<file path="config.mk">
export PLATFORM = sky130hd
export DESIGN_NAME = portExpander
export DESIGN_NICKNAME = d
export VERILOG_FILES = /design/src/common/expanderRegPkg.sv /design/src/common/i2cBusPkg.sv /design/src/common/i2cLineIf.sv /design/src/common/regAccessIf.sv /design/src/i2cSlave/i2cLineSampler.sv /design/src/i2cSlave/i2cProtocolEngine.sv /design/src/verilog/expanderRegFile.sv /design/src/verilog/portExpander.sv
export SDC_FILE = /design/constraint.sdc
export NUM_CORES = 1
export LEC_CHECK = 0
export ABC_AREA = 0
export BUFFER_PORTS_ARGS = -buffer_cell sky130_fd_sc_hd__buf_2
export CORE_MARGIN = 2
export CORE_UTILIZATION = 55
export CTS_CLUSTER_SIZE = 16
export DETAILED_ROUTE_END_ITERATION = 8
export GPL_TIMING_DRIVEN = 0
export MAX_ROUTING_LAYER = met4
export PLACE_DENSITY = 0.74
export SLEW_MARGIN = 10
export SYNTH_ARGS = -nofsm -noshare
export SYNTH_HDL_FRONTEND = slang
export SYNTH_HIERARCHICAL = 1
export SYNTH_SLANG_ARGS = --single-unit
</file>
<file path="constraint.sdc">
create_clock -name CLOCK -period 8.5 [get_ports CLOCK]
set_input_delay 1.7 -clock CLOCK [delete_from_list [all_inputs] [get_ports CLOCK]]
set_output_delay 1.7 -clock CLOCK [all_outputs]
set_load 0.1 [all_outputs]
</file>
<file path="src/common/expanderRegPkg.sv">
// ----------------------------------------------------------
// Port expander register map, data and index widths
// and register reset values
// ----------------------------------------------------------
`default_nettype none

package expanderRegPkg;

    localparam int regByteWidth  = 8;
    localparam int regIndexWidth = 5;
    localparam int regCount      = 2 ** regIndexWidth;   // 32 slots

    typedef logic [regByteWidth-1:0]  regByteT;
    typedef logic [regIndexWidth-1:0] regIndexT;   // wraps at 32

    // direction registers, a one bit means input
    localparam regIndexT idxDirA  = 5'h00;
    localparam regIndexT idxDirB  = 5'h01;

    // readback of the pins
    localparam regIndexT idxGpioA = 5'h12;
    localparam regIndexT idxGpioB = 5'h13;

    // output latches
    localparam regIndexT idxLatA  = 5'h14;
    localparam regIndexT idxLatB  = 5'h15;

    // all pins come up as inputs
    localparam regByteT dirResetValue = '1;
    localparam regByteT regResetValue = '0;

endpackage

`default_nettype wire

</file>
<file path="src/common/i2cBusPkg.sv">
// ----------------------------------------------------------
// I2C slave bus types, fixed address base
// and the protocol FSM state encoding
// ----------------------------------------------------------
`default_nettype none

package i2cBusPkg;

    typedef logic [6:0] slaveAddrT;     // 7-bit device address
    typedef logic [2:0] strapT;         // low address bits from strap pins
    typedef logic [2:0] bitCountT;      // bit position inside a byte

    // upper four address bits are fixed
    localparam logic [3:0] addrBase = 4'b0100;

    typedef enum logic [3:0] {
        idle,           // waiting for a start
        getAddr,        // shifting in address and r/w bit
        sendAddrAck,    // driving the address acknowledge
        getIndex,       // shifting in register index
        sendIndexAck,   // driving ack for index or write byte
        recvBits,       // receiving write data
        sendBits,       // sending read data
        recvDataAck,    // master acks or nacks the read byte
        recvAckRelease  // waiting for master to let go of sda
    } engineStateT;

endpackage

`default_nettype wire

</file>
<file path="src/common/i2cLineIf.sv">
// ----------------------------------------------------------
// Sampled I2C line events from sampler to protocol FSM
// ----------------------------------------------------------
`default_nettype none

interface i2cLineIf;

    logic sclFall;      // one cycle, synchronized scl went low
    logic startSeen;    // level, held until scl is low
    logic stopSeen;     // one cycle, sda rose with scl high
    logic sdaLevel;     // synchronized bus data

    modport sampler (output sclFall, output startSeen, output stopSeen, output sdaLevel);

    modport engine (input sclFall, input startSeen, input stopSeen, input sdaLevel);

endinterface

`default_nettype wire

</file>
<file path="src/common/regAccessIf.sv">
// ----------------------------------------------------------
// Register access between protocol FSM and register file
// ----------------------------------------------------------
`default_nettype none

interface regAccessIf;
    import expanderRegPkg::*;

    regIndexT regIndex;     // current register pointer
    regByteT  writeData;
    logic     writeStrobe;  // single cycle, byte stored on this edge
    regByteT  readData;     // combinational from regIndex

    modport engine (output regIndex, output writeData, output writeStrobe, input readData);

    modport store (input regIndex, input writeData, input writeStrobe, output readData);

endinterface

`default_nettype wire

</file>
<file path="src/i2cSlave/i2cLineSampler.sv">
// ----------------------------------------------------------
// I2C line sampler: two-stage synchronizers for scl/sda,
// scl fall, start and stop detection
// ----------------------------------------------------------
`default_nettype none

module i2cLineSampler (
    input  wire      CLOCK,
    input  wire      res,
    input  wire      scl,
    input  wire      sdaIn,
    i2cLineIf.sampler line
);

    logic [1:0] sclSync;    // [0] is the first stage
    logic [1:0] sdaSync;
    logic       sclPrev;    // previous synchronized values for edge detect
    logic       sdaPrev;

    always_ff @(posedge CLOCK or posedge res) begin
        if (res) begin
            // idle bus lines float high
            sclSync        <= 2'b11;
            sdaSync        <= 2'b11;
            sclPrev        <= 1'b1;
            sdaPrev        <= 1'b1;
            line.sclFall   <= 1'b0;
            line.startSeen <= 1'b0;
            line.stopSeen  <= 1'b0;
            line.sdaLevel  <= 1'b1;
        end else begin
            sclSync <= {sclSync[0], scl};
            sdaSync <= {sdaSync[0], sdaIn};
            sclPrev <= sclSync[1];
            sdaPrev <= sdaSync[1];

            line.sclFall  <= sclPrev & ~sclSync[1];
            line.stopSeen <= sclPrev & sclSync[1] & ~sdaPrev & sdaSync[1];   // sda rises, scl high
            line.sdaLevel <= sdaSync[1];

            // start stays up until the fsm has seen the following scl fall
            if (!sclPrev) begin
                line.startSeen <= 1'b0;
            end else if (sclSync[1] & sdaPrev & ~sdaSync[1]) begin
                line.startSeen <= 1'b1;
            end
        end
    end

endmodule

`default_nettype wire

</file>
<file path="src/i2cSlave/i2cProtocolEngine.sv">
// ----------------------------------------------------------
// I2C slave FSM: address match, index load, byte writes
// with auto increment and MSB-first reads
// ----------------------------------------------------------
`default_nettype none

module i2cProtocolEngine (
    input  wire              CLOCK,
    input  wire              res,
    input  wire i2cBusPkg::strapT strap,
    i2cLineIf.engine         line,
    regAccessIf.engine       regs,
    output logic             sdaOut
);
    import i2cBusPkg::*;

    engineStateT state;
    bitCountT    bitCnt;
    slaveAddrT   addrShift;
    slaveAddrT   ownAddr;
    logic        readMode;      // r/w bit of the current address byte

    assign ownAddr = {addrBase, strap};

    always_ff @(posedge CLOCK or posedge res) begin
        if (res) begin
            state             <= idle;
            sdaOut            <= 1'b1;
            bitCnt            <= '0;
            readMode          <= 1'b0;
            regs.regIndex     <= '0;
            regs.writeStrobe  <= 1'b0;
        end else begin
            regs.writeStrobe <= 1'b0;

            // byte was stored on this edge, move to the next slot
            if (regs.writeStrobe) begin
                regs.regIndex <= regs.regIndex + 1'b1;
            end

            if (line.stopSeen) begin
                sdaOut <= 1'b1;     // float the bus
                state  <= idle;
            end else if (state == recvAckRelease && line.sdaLevel) begin
                // master released its ack, put out the next byte's msb now
                sdaOut <= regs.readData[7];
                state  <= sendBits;
            end else if (line.sclFall) begin
                if (line.startSeen) begin
                    // start or repeated start, from any state
                    bitCnt <= '0;
                    sdaOut <= 1'b1;
                    state  <= getAddr;
                end else begin
                    case (state)
                        idle: begin
                        end

                        getAddr: begin
                            if (bitCnt != 3'd7) begin
                                addrShift <= {addrShift[5:0], line.sdaLevel};
                                bitCnt    <= bitCnt + 1'b1;
                            end else if (addrShift == ownAddr) begin
                                readMode <= line.sdaLevel;
                                sdaOut   <= 1'b0;       // ack our address
                                state    <= sendAddrAck;
                            end else begin
                                state <= idle;          // someone else's address
                            end
                        end

                        sendAddrAck: begin
                            if (readMode) begin
                                bitCnt <= 3'd6;
                                sdaOut <= regs.readData[7];
                                state  <= sendBits;
                            end else begin
                                bitCnt <= '0;
                                sdaOut <= 1'b1;
                                state  <= getIndex;
                            end
                        end

                        getIndex: begin
                            // only the low five of the eight bits are kept
                            regs.regIndex <= {regs.regIndex[3:0], line.sdaLevel};
                            bitCnt        <= bitCnt + 1'b1;
                            if (bitCnt == 3'd7) begin
                                sdaOut <= 1'b0;
                                state  <= sendIndexAck;
                            end
                        end

                        sendIndexAck: begin
                            bitCnt <= '0;
                            sdaOut <= 1'b1;
                            state  <= recvBits;
                        end

                        recvBits: begin
                            regs.writeData <= {regs.writeData[6:0], line.sdaLevel};
                            bitCnt         <= bitCnt + 1'b1;
                            if (bitCnt == 3'd7) begin
                                regs.writeStrobe <= 1'b1;   // whole byte lands at once
                                sdaOut           <= 1'b0;
                                state            <= sendIndexAck;
                            end
                        end

                        sendBits: begin
                            // bitCnt wraps to 7 once bit 0 is on the bus
                            if (bitCnt != 3'd7) begin
                                sdaOut <= regs.readData[bitCnt];
                                bitCnt <= bitCnt - 1'b1;
                            end else begin
                                regs.regIndex <= regs.regIndex + 1'b1;
                                sdaOut        <= 1'b1;  // let master drive its ack
                                state         <= recvDataAck;
                            end
                        end

                        recvDataAck: begin
                            if (line.sdaLevel) begin
                                state <= idle;          // nack ends the read
                            end else begin
                                bitCnt <= 3'd6;
                                state  <= recvAckRelease;
                            end
                        end

                        default: state <= idle;
                    endcase
                end
            end
        end
    end

endmodule

`default_nettype wire

</file>
<file path="src/verilog/expanderRegFile.sv">
// ----------------------------------------------------------
// Register file: 32 byte slots, port output latches
// and GPIO readback mux
// ----------------------------------------------------------
`default_nettype none

module expanderRegFile (
    input  wire                          CLOCK,
    input  wire                          res,
    regAccessIf.store                    regs,
    input  wire expanderRegPkg::regByteT portAIn,
    input  wire expanderRegPkg::regByteT portBIn,
    output expanderRegPkg::regByteT      portAOut,
    output expanderRegPkg::regByteT      portBOut
);
    import expanderRegPkg::*;

    regByteT regStore [regCount];

    // input mode bits follow the pin, output mode bits the latch
    function automatic regByteT pinReadback(regByteT dir, regByteT pins, regByteT latch);
        regByteT value;
        value    = (dir & pins) | (~dir & latch);
        value[7] = dir[7] ? 1'b0 : latch[7];   // bit 7 has no input pin
        return value;
    endfunction

    always_ff @(posedge CLOCK or posedge res) begin
        if (res) begin
            for (int i = 0; i < regCount; i++) begin
                if (i == idxDirA || i == idxDirB) begin
                    regStore[i] <= dirResetValue;
                end else begin
                    regStore[i] <= regResetValue;
                end
            end
        end else if (regs.writeStrobe) begin
            regStore[regs.regIndex] <= regs.writeData;
        end
    end

    assign portAOut = regStore[idxLatA];
    assign portBOut = regStore[idxLatB];

    always_comb begin
        case (regs.regIndex)
            idxGpioA: regs.readData = pinReadback(regStore[idxDirA], portAIn, regStore[idxLatA]);
            idxGpioB: regs.readData = pinReadback(regStore[idxDirB], portBIn, regStore[idxLatB]);
            default:  regs.readData = regStore[regs.regIndex];
        endcase
    end

endmodule

`default_nettype wire

</file>
<file path="src/verilog/portExpander.sv">
// ----------------------------------------------------------
// I2C port expander top: line sampler, protocol FSM
// and register file on plain ports
// ----------------------------------------------------------
`default_nettype none

module portExpander (
    input  wire                          CLOCK,
    input  wire                          res,
    input  wire i2cBusPkg::strapT        strap,
    input  wire                          scl,
    input  wire                          sdaIn,     // bus level
    output logic                         sdaOut,    // open drain, low pulls the bus
    input  wire expanderRegPkg::regByteT portAIn,
    input  wire expanderRegPkg::regByteT portBIn,
    output expanderRegPkg::regByteT      portAOut,
    output expanderRegPkg::regByteT      portBOut
);

    i2cLineIf   lineBus ();
    regAccessIf regBus ();

    i2cLineSampler i_lineSampler (
        .CLOCK (CLOCK),
        .res   (res),
        .scl   (scl),
        .sdaIn (sdaIn),
        .line  (lineBus)
    );

    i2cProtocolEngine i_protocolEngine (
        .CLOCK  (CLOCK),
        .res    (res),
        .strap  (strap),
        .line   (lineBus),
        .regs   (regBus),
        .sdaOut (sdaOut)
    );

    expanderRegFile i_regFile (
        .CLOCK    (CLOCK),
        .res      (res),
        .regs     (regBus),
        .portAIn  (portAIn),
        .portBIn  (portBIn),
        .portAOut (portAOut),
        .portBOut (portBOut)
    );

endmodule

`default_nettype wire
</file>
==> reports/metrics.cfg, run 1 <==
[sta]
fin_worst_skew_ns=0.0110
setup-violations-final=0
hold_ws_ns=0.354
tns_ns=0
fin_crit_ns=4.16
hold_viol_final=0
max_freq_mhz=240
rsz0062_at_grt=no
tightest_slew_ns=1.11
slew_headroom_pct=25.6
slew_violations=0
min_period_over_period_pct=49.0

[die]
fp.dieW_um=162
die_area_mm2=0.0262
fp.dieH_um=162
pin_count=40
start_util_pct=56.1
fp-row-count=57
core_mm2=0.0244

[clocking]
post_cts_buffers=0
clkLatencyLatePin_ns=0.56
cts_root_buf=clkbuf_16
cts_tree=done
cts.clk_slew.worst_paths_ns=0.06
h-tree-depth=1
ctsResizeCount=0
cts_buffer_depth=3
hold_buffers=0
numCtsBuffers=30
clock_sinks=279

[power]
power_density_mw_per_mm2=226
pwr-share-clk_pct=39.4
p_sw_mw=1.01
leakagePower_nw=7.00
p_comb_share_pct=19.5
intPower_mw=2.48
power_frac_seq_pct=41.0
p_sw_share_pct=29.0
power_mw=3.49
peakVddDrop_mv=0.268

[logic_synthesis]
yosysSeqAreaShare_pct=51.8
yosys.area.top_type=dfrtp_1
yosys_warnings=6
yosysUniqueCellTypes=72
async_reset_ff_share_pct=94.6
synthTopCellsByArea=dfrtp_1, mux2_2, mux2i_1, dfstp_2, edfxtp_1
synth_area_mm2=0.0137
syn_area_per_cell_um2=13.0
netlist.area_leader.share_pct=44.1
synth_fp_nets=1079
synthCells=1054
synth-seq-cells=279
synth_edf_count=15
synth_ff_type=dfrtp_1

[setup_path]
required_ns=8.98
reg2reg_depth=12
worst_r2r_endpoint=i_protocolEngine/sdaOut
criticalPathCategory=flop to flop
crit_end=i_protocolEngine/sdaOut
critPathLaunchType=flop
critPathLaunch=i_protocolEngine/regs.regIndex[0]
arrival_ns=4.64
timing.reg2reg.setup_slack_ns=4.34
critPathCaptureType=flop
reg2reg_from=i_protocolEngine/regs.regIndex[0]
cp_max_fo=10

[global_routing]
grt.total_usage_pct=30.2
grt-ovfl-total=0
grt_pass1_vias=9662
antenna_found_initial=0
grt_max_degree=117
grt_first_pass_wirelength_mm=58.0

[route]
vias_per_cell=6.36
routed_wirelength_mm=37.9
vias=9368
dr.pass1.iters=6
post-route-drc-count=0
drtIter0Drc=829
detail_route.wl_per_cell_um=25.7
antenna_left=0

[layout]
nFillCells=1882
nNetsFinal=1150
antennaDiodeCount=0
post-route-cell-area_mm2=0.0154
final-instance-count-excl-fill=1473
layout_commonest_cell=mux2_2
layout-drive-gt1-share_pct=37.7
seq_area_mm2=0.00709
layout_common_cells=mux2_2, dfrtp_1, mux2i_1
multi_input_area_mm2=0.00610
area_growth_pct=12.5

[min_path]
min_path_cells=0
hold_class=flop to flop

[placement]
hpwl_mm=25.9
dp.cells=1417
postPlaceCellArea_mm2=0.0143
numPortBuffers=37
globalplace.congestion=0.966

[flow_run]
cap_violations=0

[run_status]
outcome=finished clean

worst min-delay path by stage:
stage,endpoint,startpoint
after floorplan,i_lineSampler/sclSync[1],i_lineSampler/sclSync[0]
after global placement,i_lineSampler/sdaSync[1],i_lineSampler/sdaSync[0]
after detailed placement,i_lineSampler/sdaSync[1],i_lineSampler/sdaSync[0]
after CTS,i_lineSampler/sdaSync[1],i_lineSampler/sdaSync[0]
after global routing,i_lineSampler/sdaSync[1],i_lineSampler/sdaSync[0]
final,i_lineSampler/sdaSync[1],i_lineSampler/sdaSync[0]
layer usage:
layer,routed length (um),global-route usage [%]
met3,3340,6.54
met2,16800,43.7
met4,1730,12.1
met5,0,-
met1,16100,41.7
sequential cells by signal, indices dropped and copies added (netlist names):
register and count:
i_lineSampler/line.sclFall 1, i_lineSampler/line.sdaLevel 1, i_lineSampler/line.startSeen 1, i_lineSampler/line.stopSeen 1, i_lineSampler/sclPrev 1, i_lineSampler/sclSync 2
i_lineSampler/sdaSync 2, i_protocolEngine/addrShift 7, i_protocolEngine/bitCnt 3, i_protocolEngine/readMode 1, i_protocolEngine/regs.regIndex 5, i_protocolEngine/regs.writeData 8
i_protocolEngine/regs.writeStrobe 1, i_protocolEngine/sdaOut 1, i_protocolEngine/state 4, i_regFile/portAOut 8, i_regFile/portBOut 8, i_regFile/regStore 224
synthesized netlist by cell type (5+ instances only):
| library cell | n |
|---|---|
| nand2_1 | 27 |
| inv_1 | 11 |
| buf_4 | 23 |
| nand3_1 | 10 |
| buf_2 | 22 |
| nor4_1 | 11 |
| a21oi_1 | 7 |
| o22ai_1 | 61 |
| nand4b_1 | 6 |
| o21ai_0 | 16 |
| mux2_2 | 250 |
| nor2_2 | 12 |
| xnor2_1 | 6 |
| edfxtp_1 | 15 |
| dfrtp_1 | 241 |
| clkbuf_1 | 42 |
| nand4bb_1 | 5 |
| mux2i_1 | 131 |
| nor2_1 | 24 |
| a32oi_1 | 10 |
| dfstp_2 | 23 |
| nor3_1 | 11 |
cells by family after synthesis:
family / count (synthesis) / synth area share, %
mux: 386 / 30.6
fa+ha+maj: 2 / 0.238
flops: 279 / 51.8
compound gates: 119 / 5.82
xor+xnor: 10 / 0.640
simple gates: 156 / 7.17
buf+inv: 102 / 3.74
cell type report:
cell class / count / share of cell area, %
inverter: 11 / 0.317
clock buffer: 42 / 5.57
buffer: 91 / 3.06
tap: 324 / 2.63
sequential: 279 / 46.0
multi-input combinational: 673 / 39.6
clock inverter: 14 / 1.25
timing repair buffer: 39 / 1.56
power by group through the flow:
stage	Sequential [mW]	Combinational [mW]	Clock [mW]
floorplan	1.45	0.460	0
global placement	1.45	0.658	0
detailed placement	1.45	0.663	0
CTS	1.43	0.668	1.40
global route	1.43	0.713	1.46
finish	1.43	0.682	1.38
per-stage QoR:
step / setup WS, ns / utilization (%)
after detailed placement: 4.54 / 58.8
after global placement: -2.60 / 58.5
after CTS: 4.51 / 63.1
final: 4.34 / 63.1
after floorplan: 0.238 / -
after global routing: 4.30 / 63.1
critical path, stage by stage, from the launching register on:
cell and delay (ns):
dfrtp_1 0.46, buf_2 0.25, buf_2 0.21, buf_2 0.43, mux2i_1 0.54, o22ai_1 0.16, nor4_1 0.34, a32oi_1 0.26
mux4_2 0.58, nand2b_1 0.10, nand3_1 0.09, a311o_1 0.39, mux2_2 0.26
Note: power is estimated with default switching activity, not from simulation.
==> inputs of run 2 (changes only) <==
PLACE_DENSITY = 0.71   (was 0.74)
clock period = 4.2 ns   (was 8.5 ns; I/O delays follow)
==> run 2 against run 1 <==
Net effect: clock power is 100% higher; largest cell class unchanged; critical path depth stayed put; global-route usage is 0.21 points higher.
==> reports/metrics.cfg, run 2 (synthesis results as in run 1) <==
[sta]
max_freq_mhz=250  ; +4.2%
fin_crit_ns=4.00  ; -0.168 ns
rsz0062_at_grt=no
hold_viol_final=0  ; unchanged
fin_worst_skew_ns=0.0116  ; +0.000542 ns
slew_headroom_pct=31.1  ; +5.5 points
min_period_over_period_pct=95.2  ; +46 points
slew_violations=0  ; unchanged
hold_ws_ns=0.330  ; -0.0247 ns
setup-violations-final=0  ; unchanged
tightest_slew_ns=1.03  ; -0.0816 ns

[setup_path]
arrival_ns=4.47  ; -0.17 ns
cp_max_fo=10  ; unchanged
critPathCaptureType=flop
criticalPathCategory=flop to flop
required_ns=4.68  ; -4.30 ns
critPathLaunchType=flop
reg2reg_depth=12  ; unchanged

[clocking]
post_cts_buffers=0  ; unchanged
clkLatencyLatePin_ns=0.56  ; about the same
clock_sinks=279  ; unchanged
cts_buffer_depth=3  ; unchanged
hold_buffers=0  ; unchanged
cts_tree=done
cts_root_buf=clkbuf_16
h-tree-depth=1  ; unchanged
cts.clk_slew.worst_paths_ns=0.06  ; about the same
numCtsBuffers=30  ; unchanged
ctsResizeCount=0  ; unchanged

[placement]
globalplace.congestion=0.993  ; +2.8%
numPortBuffers=37  ; unchanged
hpwl_mm=26.4  ; +1.6%

[power]
intPower_mw=4.98  ; +100%
leakagePower_nw=7.04  ; +0.68%
p_sw_share_pct=29.3  ; +0.24 points
pwr-share-clk_pct=39.2  ; -0.2 points
p_comb_share_pct=19.7  ; +0.2 points
power_frac_seq_pct=41.1  ; about the same
peakVddDrop_mv=0.352  ; +31%
p_sw_mw=2.06  ; +100%
power_density_mw_per_mm2=455  ; +100%

[route]
drtIter0Drc=1012  ; +22%
antenna_left=0  ; unchanged
vias=9391  ; +0.25%
detail_route.wl_per_cell_um=25.8  ; about the same
dr.pass1.iters=7  ; +1
vias_per_cell=6.36  ; about the same
post-route-drc-count=0  ; unchanged
routed_wirelength_mm=38.0  ; +0.31%

[die]
core_mm2=0.0244  ; unchanged
die_area_mm2=0.0262  ; unchanged
fp-row-count=57  ; unchanged
fp.dieW_um=162  ; unchanged
start_util_pct=56.1  ; unchanged
fp.dieH_um=162  ; unchanged
pin_count=40  ; unchanged

[layout]
largest_register_ffs=224  ; unchanged
antennaDiodeCount=0  ; unchanged
final_util_pct=63.4  ; +0.31 points
layout_common_cells=mux2_2, dfrtp_1, mux2i_1
nNetsFinal=1155  ; +0.43%
area_growth_pct=13.0
layout-drive-gt1-share_pct=38.5  ; +0.82 points
regMostFlops=i_regFile/regStore
layout_commonest_cell=mux2_2

[global_routing]
grt.total_usage_pct=30.4  ; +0.21 points
grt_pass1_vias=9527  ; -1.4%
antenna_found_initial=0  ; unchanged
grt-ovfl-total=0  ; unchanged
grt_first_pass_wirelength_mm=58.1  ; +0.12%
grt_max_degree=37  ; -68%

[min_path]
hold_class=input port to asynchronous set/reset pin

[run_status]
outcome=finished clean

[flow_run]
cap_violations=0  ; unchanged

[run 2: cell count changes in the layout (fill, tap and decap cells not counted), sizes merged]
cell and delta:
buf +5, bufinv -2, clkbuf +2, inv -1
[run 2: final timing paths]
check / startpoint / to / slack (ns)
worst max-delay path: i_protocolEngine/regs.regIndex[0] / i_protocolEngine/sdaOut / 0.20
worst min-delay path: res / i_lineSampler/line.sclFall / 0.33
worst max register to register: i_protocolEngine/regs.regIndex[0] / i_protocolEngine/sdaOut / 0.20
worst min register to register: i_lineSampler/sdaSync[0] / i_lineSampler/sdaSync[1] / 0.35
max in group asynchronous: res / i_regFile/regStore[244] / 2.46
min in group CLOCK: i_lineSampler/sdaSync[0] / i_lineSampler/sdaSync[1] / 0.35
[run 2: critical path, stage by stage (launching register included)]
cell	delay, ns
dfrtp_1	0.45
buf_2	0.22
buf_2	0.20
buf_2	0.38
mux2i_1	0.56
o22ai_1	0.15
nor4_1	0.42
a32oi_1	0.23
mux2_2	0.35
o221ai_1	0.19
nand3_1	0.11
a311o_1	0.38
mux2_2	0.26
[run 2: cell type report]
class | instances | area (um^2)
inverter | 11 | 45.0
tap | 324 | 405
sequential | 279 | 7090
timing repair buffer | 44 | 325
multi-input combinational | 673 | 6100
clock inverter | 11 | 130
buffer | 91 | 470
fill | 1864 | 8920
clock buffer | 44 | 915
[run 2: layer usage]
metal,share of wire (%),vias to the layer above,track usage [%]
li1,-,4050,-
met5,0,-,-
met2,45,411,45.6
met4,4.0,0,9.37
met3,8.5,102,6.08
met1,42,4828,42.2
[run 2: power groups by stage]
stage          sequential [mW]  combinational (mW)  clock, mW
4_1_cts                   2.89                1.36       2.79
5_1_grt                   2.91                1.45       2.91
6_report                  2.89                1.39       2.76
3_3_place_gp              2.94                1.33          0
3_5_place_dp              2.94                1.36          0
2_1_floorplan             2.94               0.932          0
[run 2: stage by stage]
stage / cell area [um^2] / setup TNS, ns / instances / worst slack, ns / total power, mW
2_1_floorplan: 13700 / 0 / 1054 / 0.225 / 3.87
3_3_place_gp: 14300 / -297.05 / 1415 / -1.34 / 4.27
3_5_place_dp: 14400 / 0 / 1422 / 0.317 / 4.29
4_1_cts: 15500 / 0 / 1477 / 0.286 / 7.04
5_1_grt: 15500 / 0 / 1477 / 0.0556 / 7.26
6_report: 15500 / 0 / 1477 / 0.203 / 7.04
==> inputs of run 3 (changes only) <==
CORE_ASPECT_RATIO = 0.75   (was not set)
SETUP_SLACK_MARGIN = 0.4   (was not set)
==> run 3 against run 2 <==
Net effect: register-to-register slack better by 0.21 ns; sequential cell count unchanged; final area up 0.72%; critical path depth unchanged; first-iteration DRC count down 0.20%; clock skew up 0.0026 ns; sequential power about the same; critical path type unchanged; critical endpoint unchanged; highest routed layer unchanged.
==> reports/metrics.cfg, run 3 (synthesis results as in run 1) <==
[clocking]
post_cts_buffers=0  ; unchanged
clkLatencyLatePin_ns=0.57  ; about the same
cts_buffer_depth=3  ; unchanged
numCtsBuffers=27  ; -10%
cts_root_buf=clkbuf_16
clock_sinks=279  ; unchanged
h-tree-depth=1  ; unchanged
cts_tree=done
hold_buffers=0  ; unchanged
cts.clk_slew.worst_paths_ns=0.07  ; about the same

[layout]
layout_commonest_cell=mux2_2
largest_register_ffs=224  ; unchanged
antennaDiodeCount=0  ; unchanged
seq_area_mm2=0.00709  ; unchanged
layout_common_cells=mux2_2, dfrtp_1, mux2i_1
nFillCells=1836  ; -1.5%
area_growth_pct=13.9
nNetsFinal=1155  ; unchanged
regMostFlops=i_regFile/regStore
multi_input_area_mm2=0.00619  ; +1.5%
layout-drive-gt1-share_pct=39.1  ; +0.59 points

[die]
core_mm2=0.0242  ; -0.71%
fp-row-count=49  ; -14%
die_area_mm2=0.0262  ; about the same
start_util_pct=56.5  ; +0.40 points
fp.dieW_um=186  ; +15%
pin_count=40  ; unchanged
fp.dieH_um=141  ; -13%

[route]
detail_route.wl_per_cell_um=25.9  ; +0.69%
vias=9273  ; -1.3%
routed_wirelength_mm=38.4  ; +1.0%
post-route-drc-count=0  ; unchanged
drtIter0Drc=1010  ; -0.20%
dr.pass1.iters=5  ; -2
antenna_left=0  ; unchanged
vias_per_cell=6.26  ; -1.6%

[sta]
max_freq_mhz=264  ; +5.5%
tightest_slew_ns=0.917  ; -0.108 ns
min_period_over_period_pct=90.2  ; -4.9 points
slew_violations=0  ; unchanged
hold_viol_final=0  ; unchanged
setup-violations-final=0  ; unchanged
fin_crit_ns=3.79  ; -0.207 ns
rsz0062_at_grt=no
tns_ns=0  ; unchanged
slew_headroom_pct=38.5  ; +7.4 points
fin_worst_skew_ns=0.0141  ; +0.00256 ns

[setup_path]
required_ns=4.69  ; about the same
criticalPathCategory=flop to flop
critPathLaunchType=flop
worstPathCellList=buf_2 > buf_2 > buf_2 > mux2i_1 > o22ai_1 > nor4_1 > a32oi_1 > mux4_2 > nand2b_1 > nand3_1 > a311o_1 > mux2_2
cpMostUsedCell=buf_2
timing.reg2reg.setup_slack_ns=0.41  ; +0.21 ns
critPathCaptureType=flop
critPathLaunch=i_protocolEngine/regs.regIndex[0]
cp_slowest_cell=dfrtp_1
arrival_ns=4.28  ; -0.19 ns
cp_max_fo=10  ; unchanged
reg2reg_depth=12  ; unchanged
reg2reg_from=i_protocolEngine/regs.regIndex[0]
slowest_delay_ns=0.49  ; -0.07 ns

[global_routing]
grt-ovfl-total=0  ; unchanged
grt_max_degree=35  ; -5.4%
grt_pass1_vias=9096  ; -4.5%
grt_first_pass_wirelength_mm=58.0  ; -0.14%
grt.total_usage_pct=31.3  ; +0.90 points
antenna_found_initial=0  ; unchanged

[min_path]
hold_class=input port to asynchronous set/reset pin

[placement]
globalplace.congestion=0.976  ; -1.7%
numPortBuffers=37  ; unchanged
hpwl_mm=27.5  ; +4.3%

[run_status]
outcome=finished clean

[power]
leakagePower_nw=7.06  ; +0.20%
power_mw=6.97  ; -0.91%
power_density_mw_per_mm2=447  ; -1.6%
peakVddDrop_mv=0.418  ; +19%

[flow_run]
cap_violations=0  ; unchanged

[run 3: cell types whose count changed in the layout (fill, tap and decap cells not counted), moves of 4 or more]
cell	previous run	this run
buf_2	59	50
clkbuf_8	9	1
buf_6	2	7
nor4_1	10	5
buf_4	23	27
clkbuf_16	31	27
[run 3: worst paths after layout]
check | endpoint
setup / recovery | i_protocolEngine/sdaOut
hold / removal | i_lineSampler/line.startSeen
hold reg to reg | i_lineSampler/sclSync[1]
setup reg to reg | i_protocolEngine/sdaOut
min in group CLOCK | i_lineSampler/sclSync[1]
max in group asynchronous | i_regFile/regStore[211]
[run 3: area by class of cell]
class | count | area share (%)
Sequential cell | 279 | 45.5
Multi-Input combinational cell | 673 | 39.7
Clock buffer | 33 | 4.54
Buffer | 91 | 3.31
Tap cell | 331 | 2.66
Timing Repair Buffer | 47 | 2.44
Clock inverter | 17 | 1.58
Inverter | 11 | 0.289
[run 3: layer usage]
| metal | vias to the layer above | share of wire, % | GRT usage (%) |
|---|---|---|---|
| met5 | - | 0 | - |
| met4 | 0 | 2.9 | 9.41 |
| met3 | 74 | 9.6 | 8.37 |
| met2 | 413 | 40 | 40.6 |
| met1 | 4739 | 48 | 47.6 |
| li1 | 4047 | - | - |
[run 3: what timing repair did]
action | CTS | global route
endpoints found under the setup margin | 1 | 1
pin swaps | 0 | 1
gates cloned | 0 | 0
resized for setup | 13 | 19
[run 3: worst max-delay path: cells and delay by family, from the launching register on]
kind,cells,cell delay [ns]
and+or+nand+nor,3,0.49
buffers and inverters,3,0.98
muxes,3,1.05
DFF,1,0.49
AOI/OAI and AO/OA,3,0.69
[run 3: power by group]
part	total [mW]	switching, mW	leakage [nW]	internal [mW]
Combinational	1.45	0.903	2.85	0.545
Sequential	2.90	0.107	3.73	2.79
Clock	2.63	1.06	0.472	1.57
[run 3: through the flow]
step	util, %	hold slack (ns)	setup slack (ns)	instance area, um^2	cells
floorplan	-	0.345	0.225	13700	1054
global route	64.4	0.317	0.399	15600	1482
finish	64.4	0.300	0.411	15600	1482
CTS	64.0	0.291	0.419	15500	1482
detailed placement	59.9	0.350	0.177	14500	1432
global placement	59.0	0.346	-1.28	14300	1422
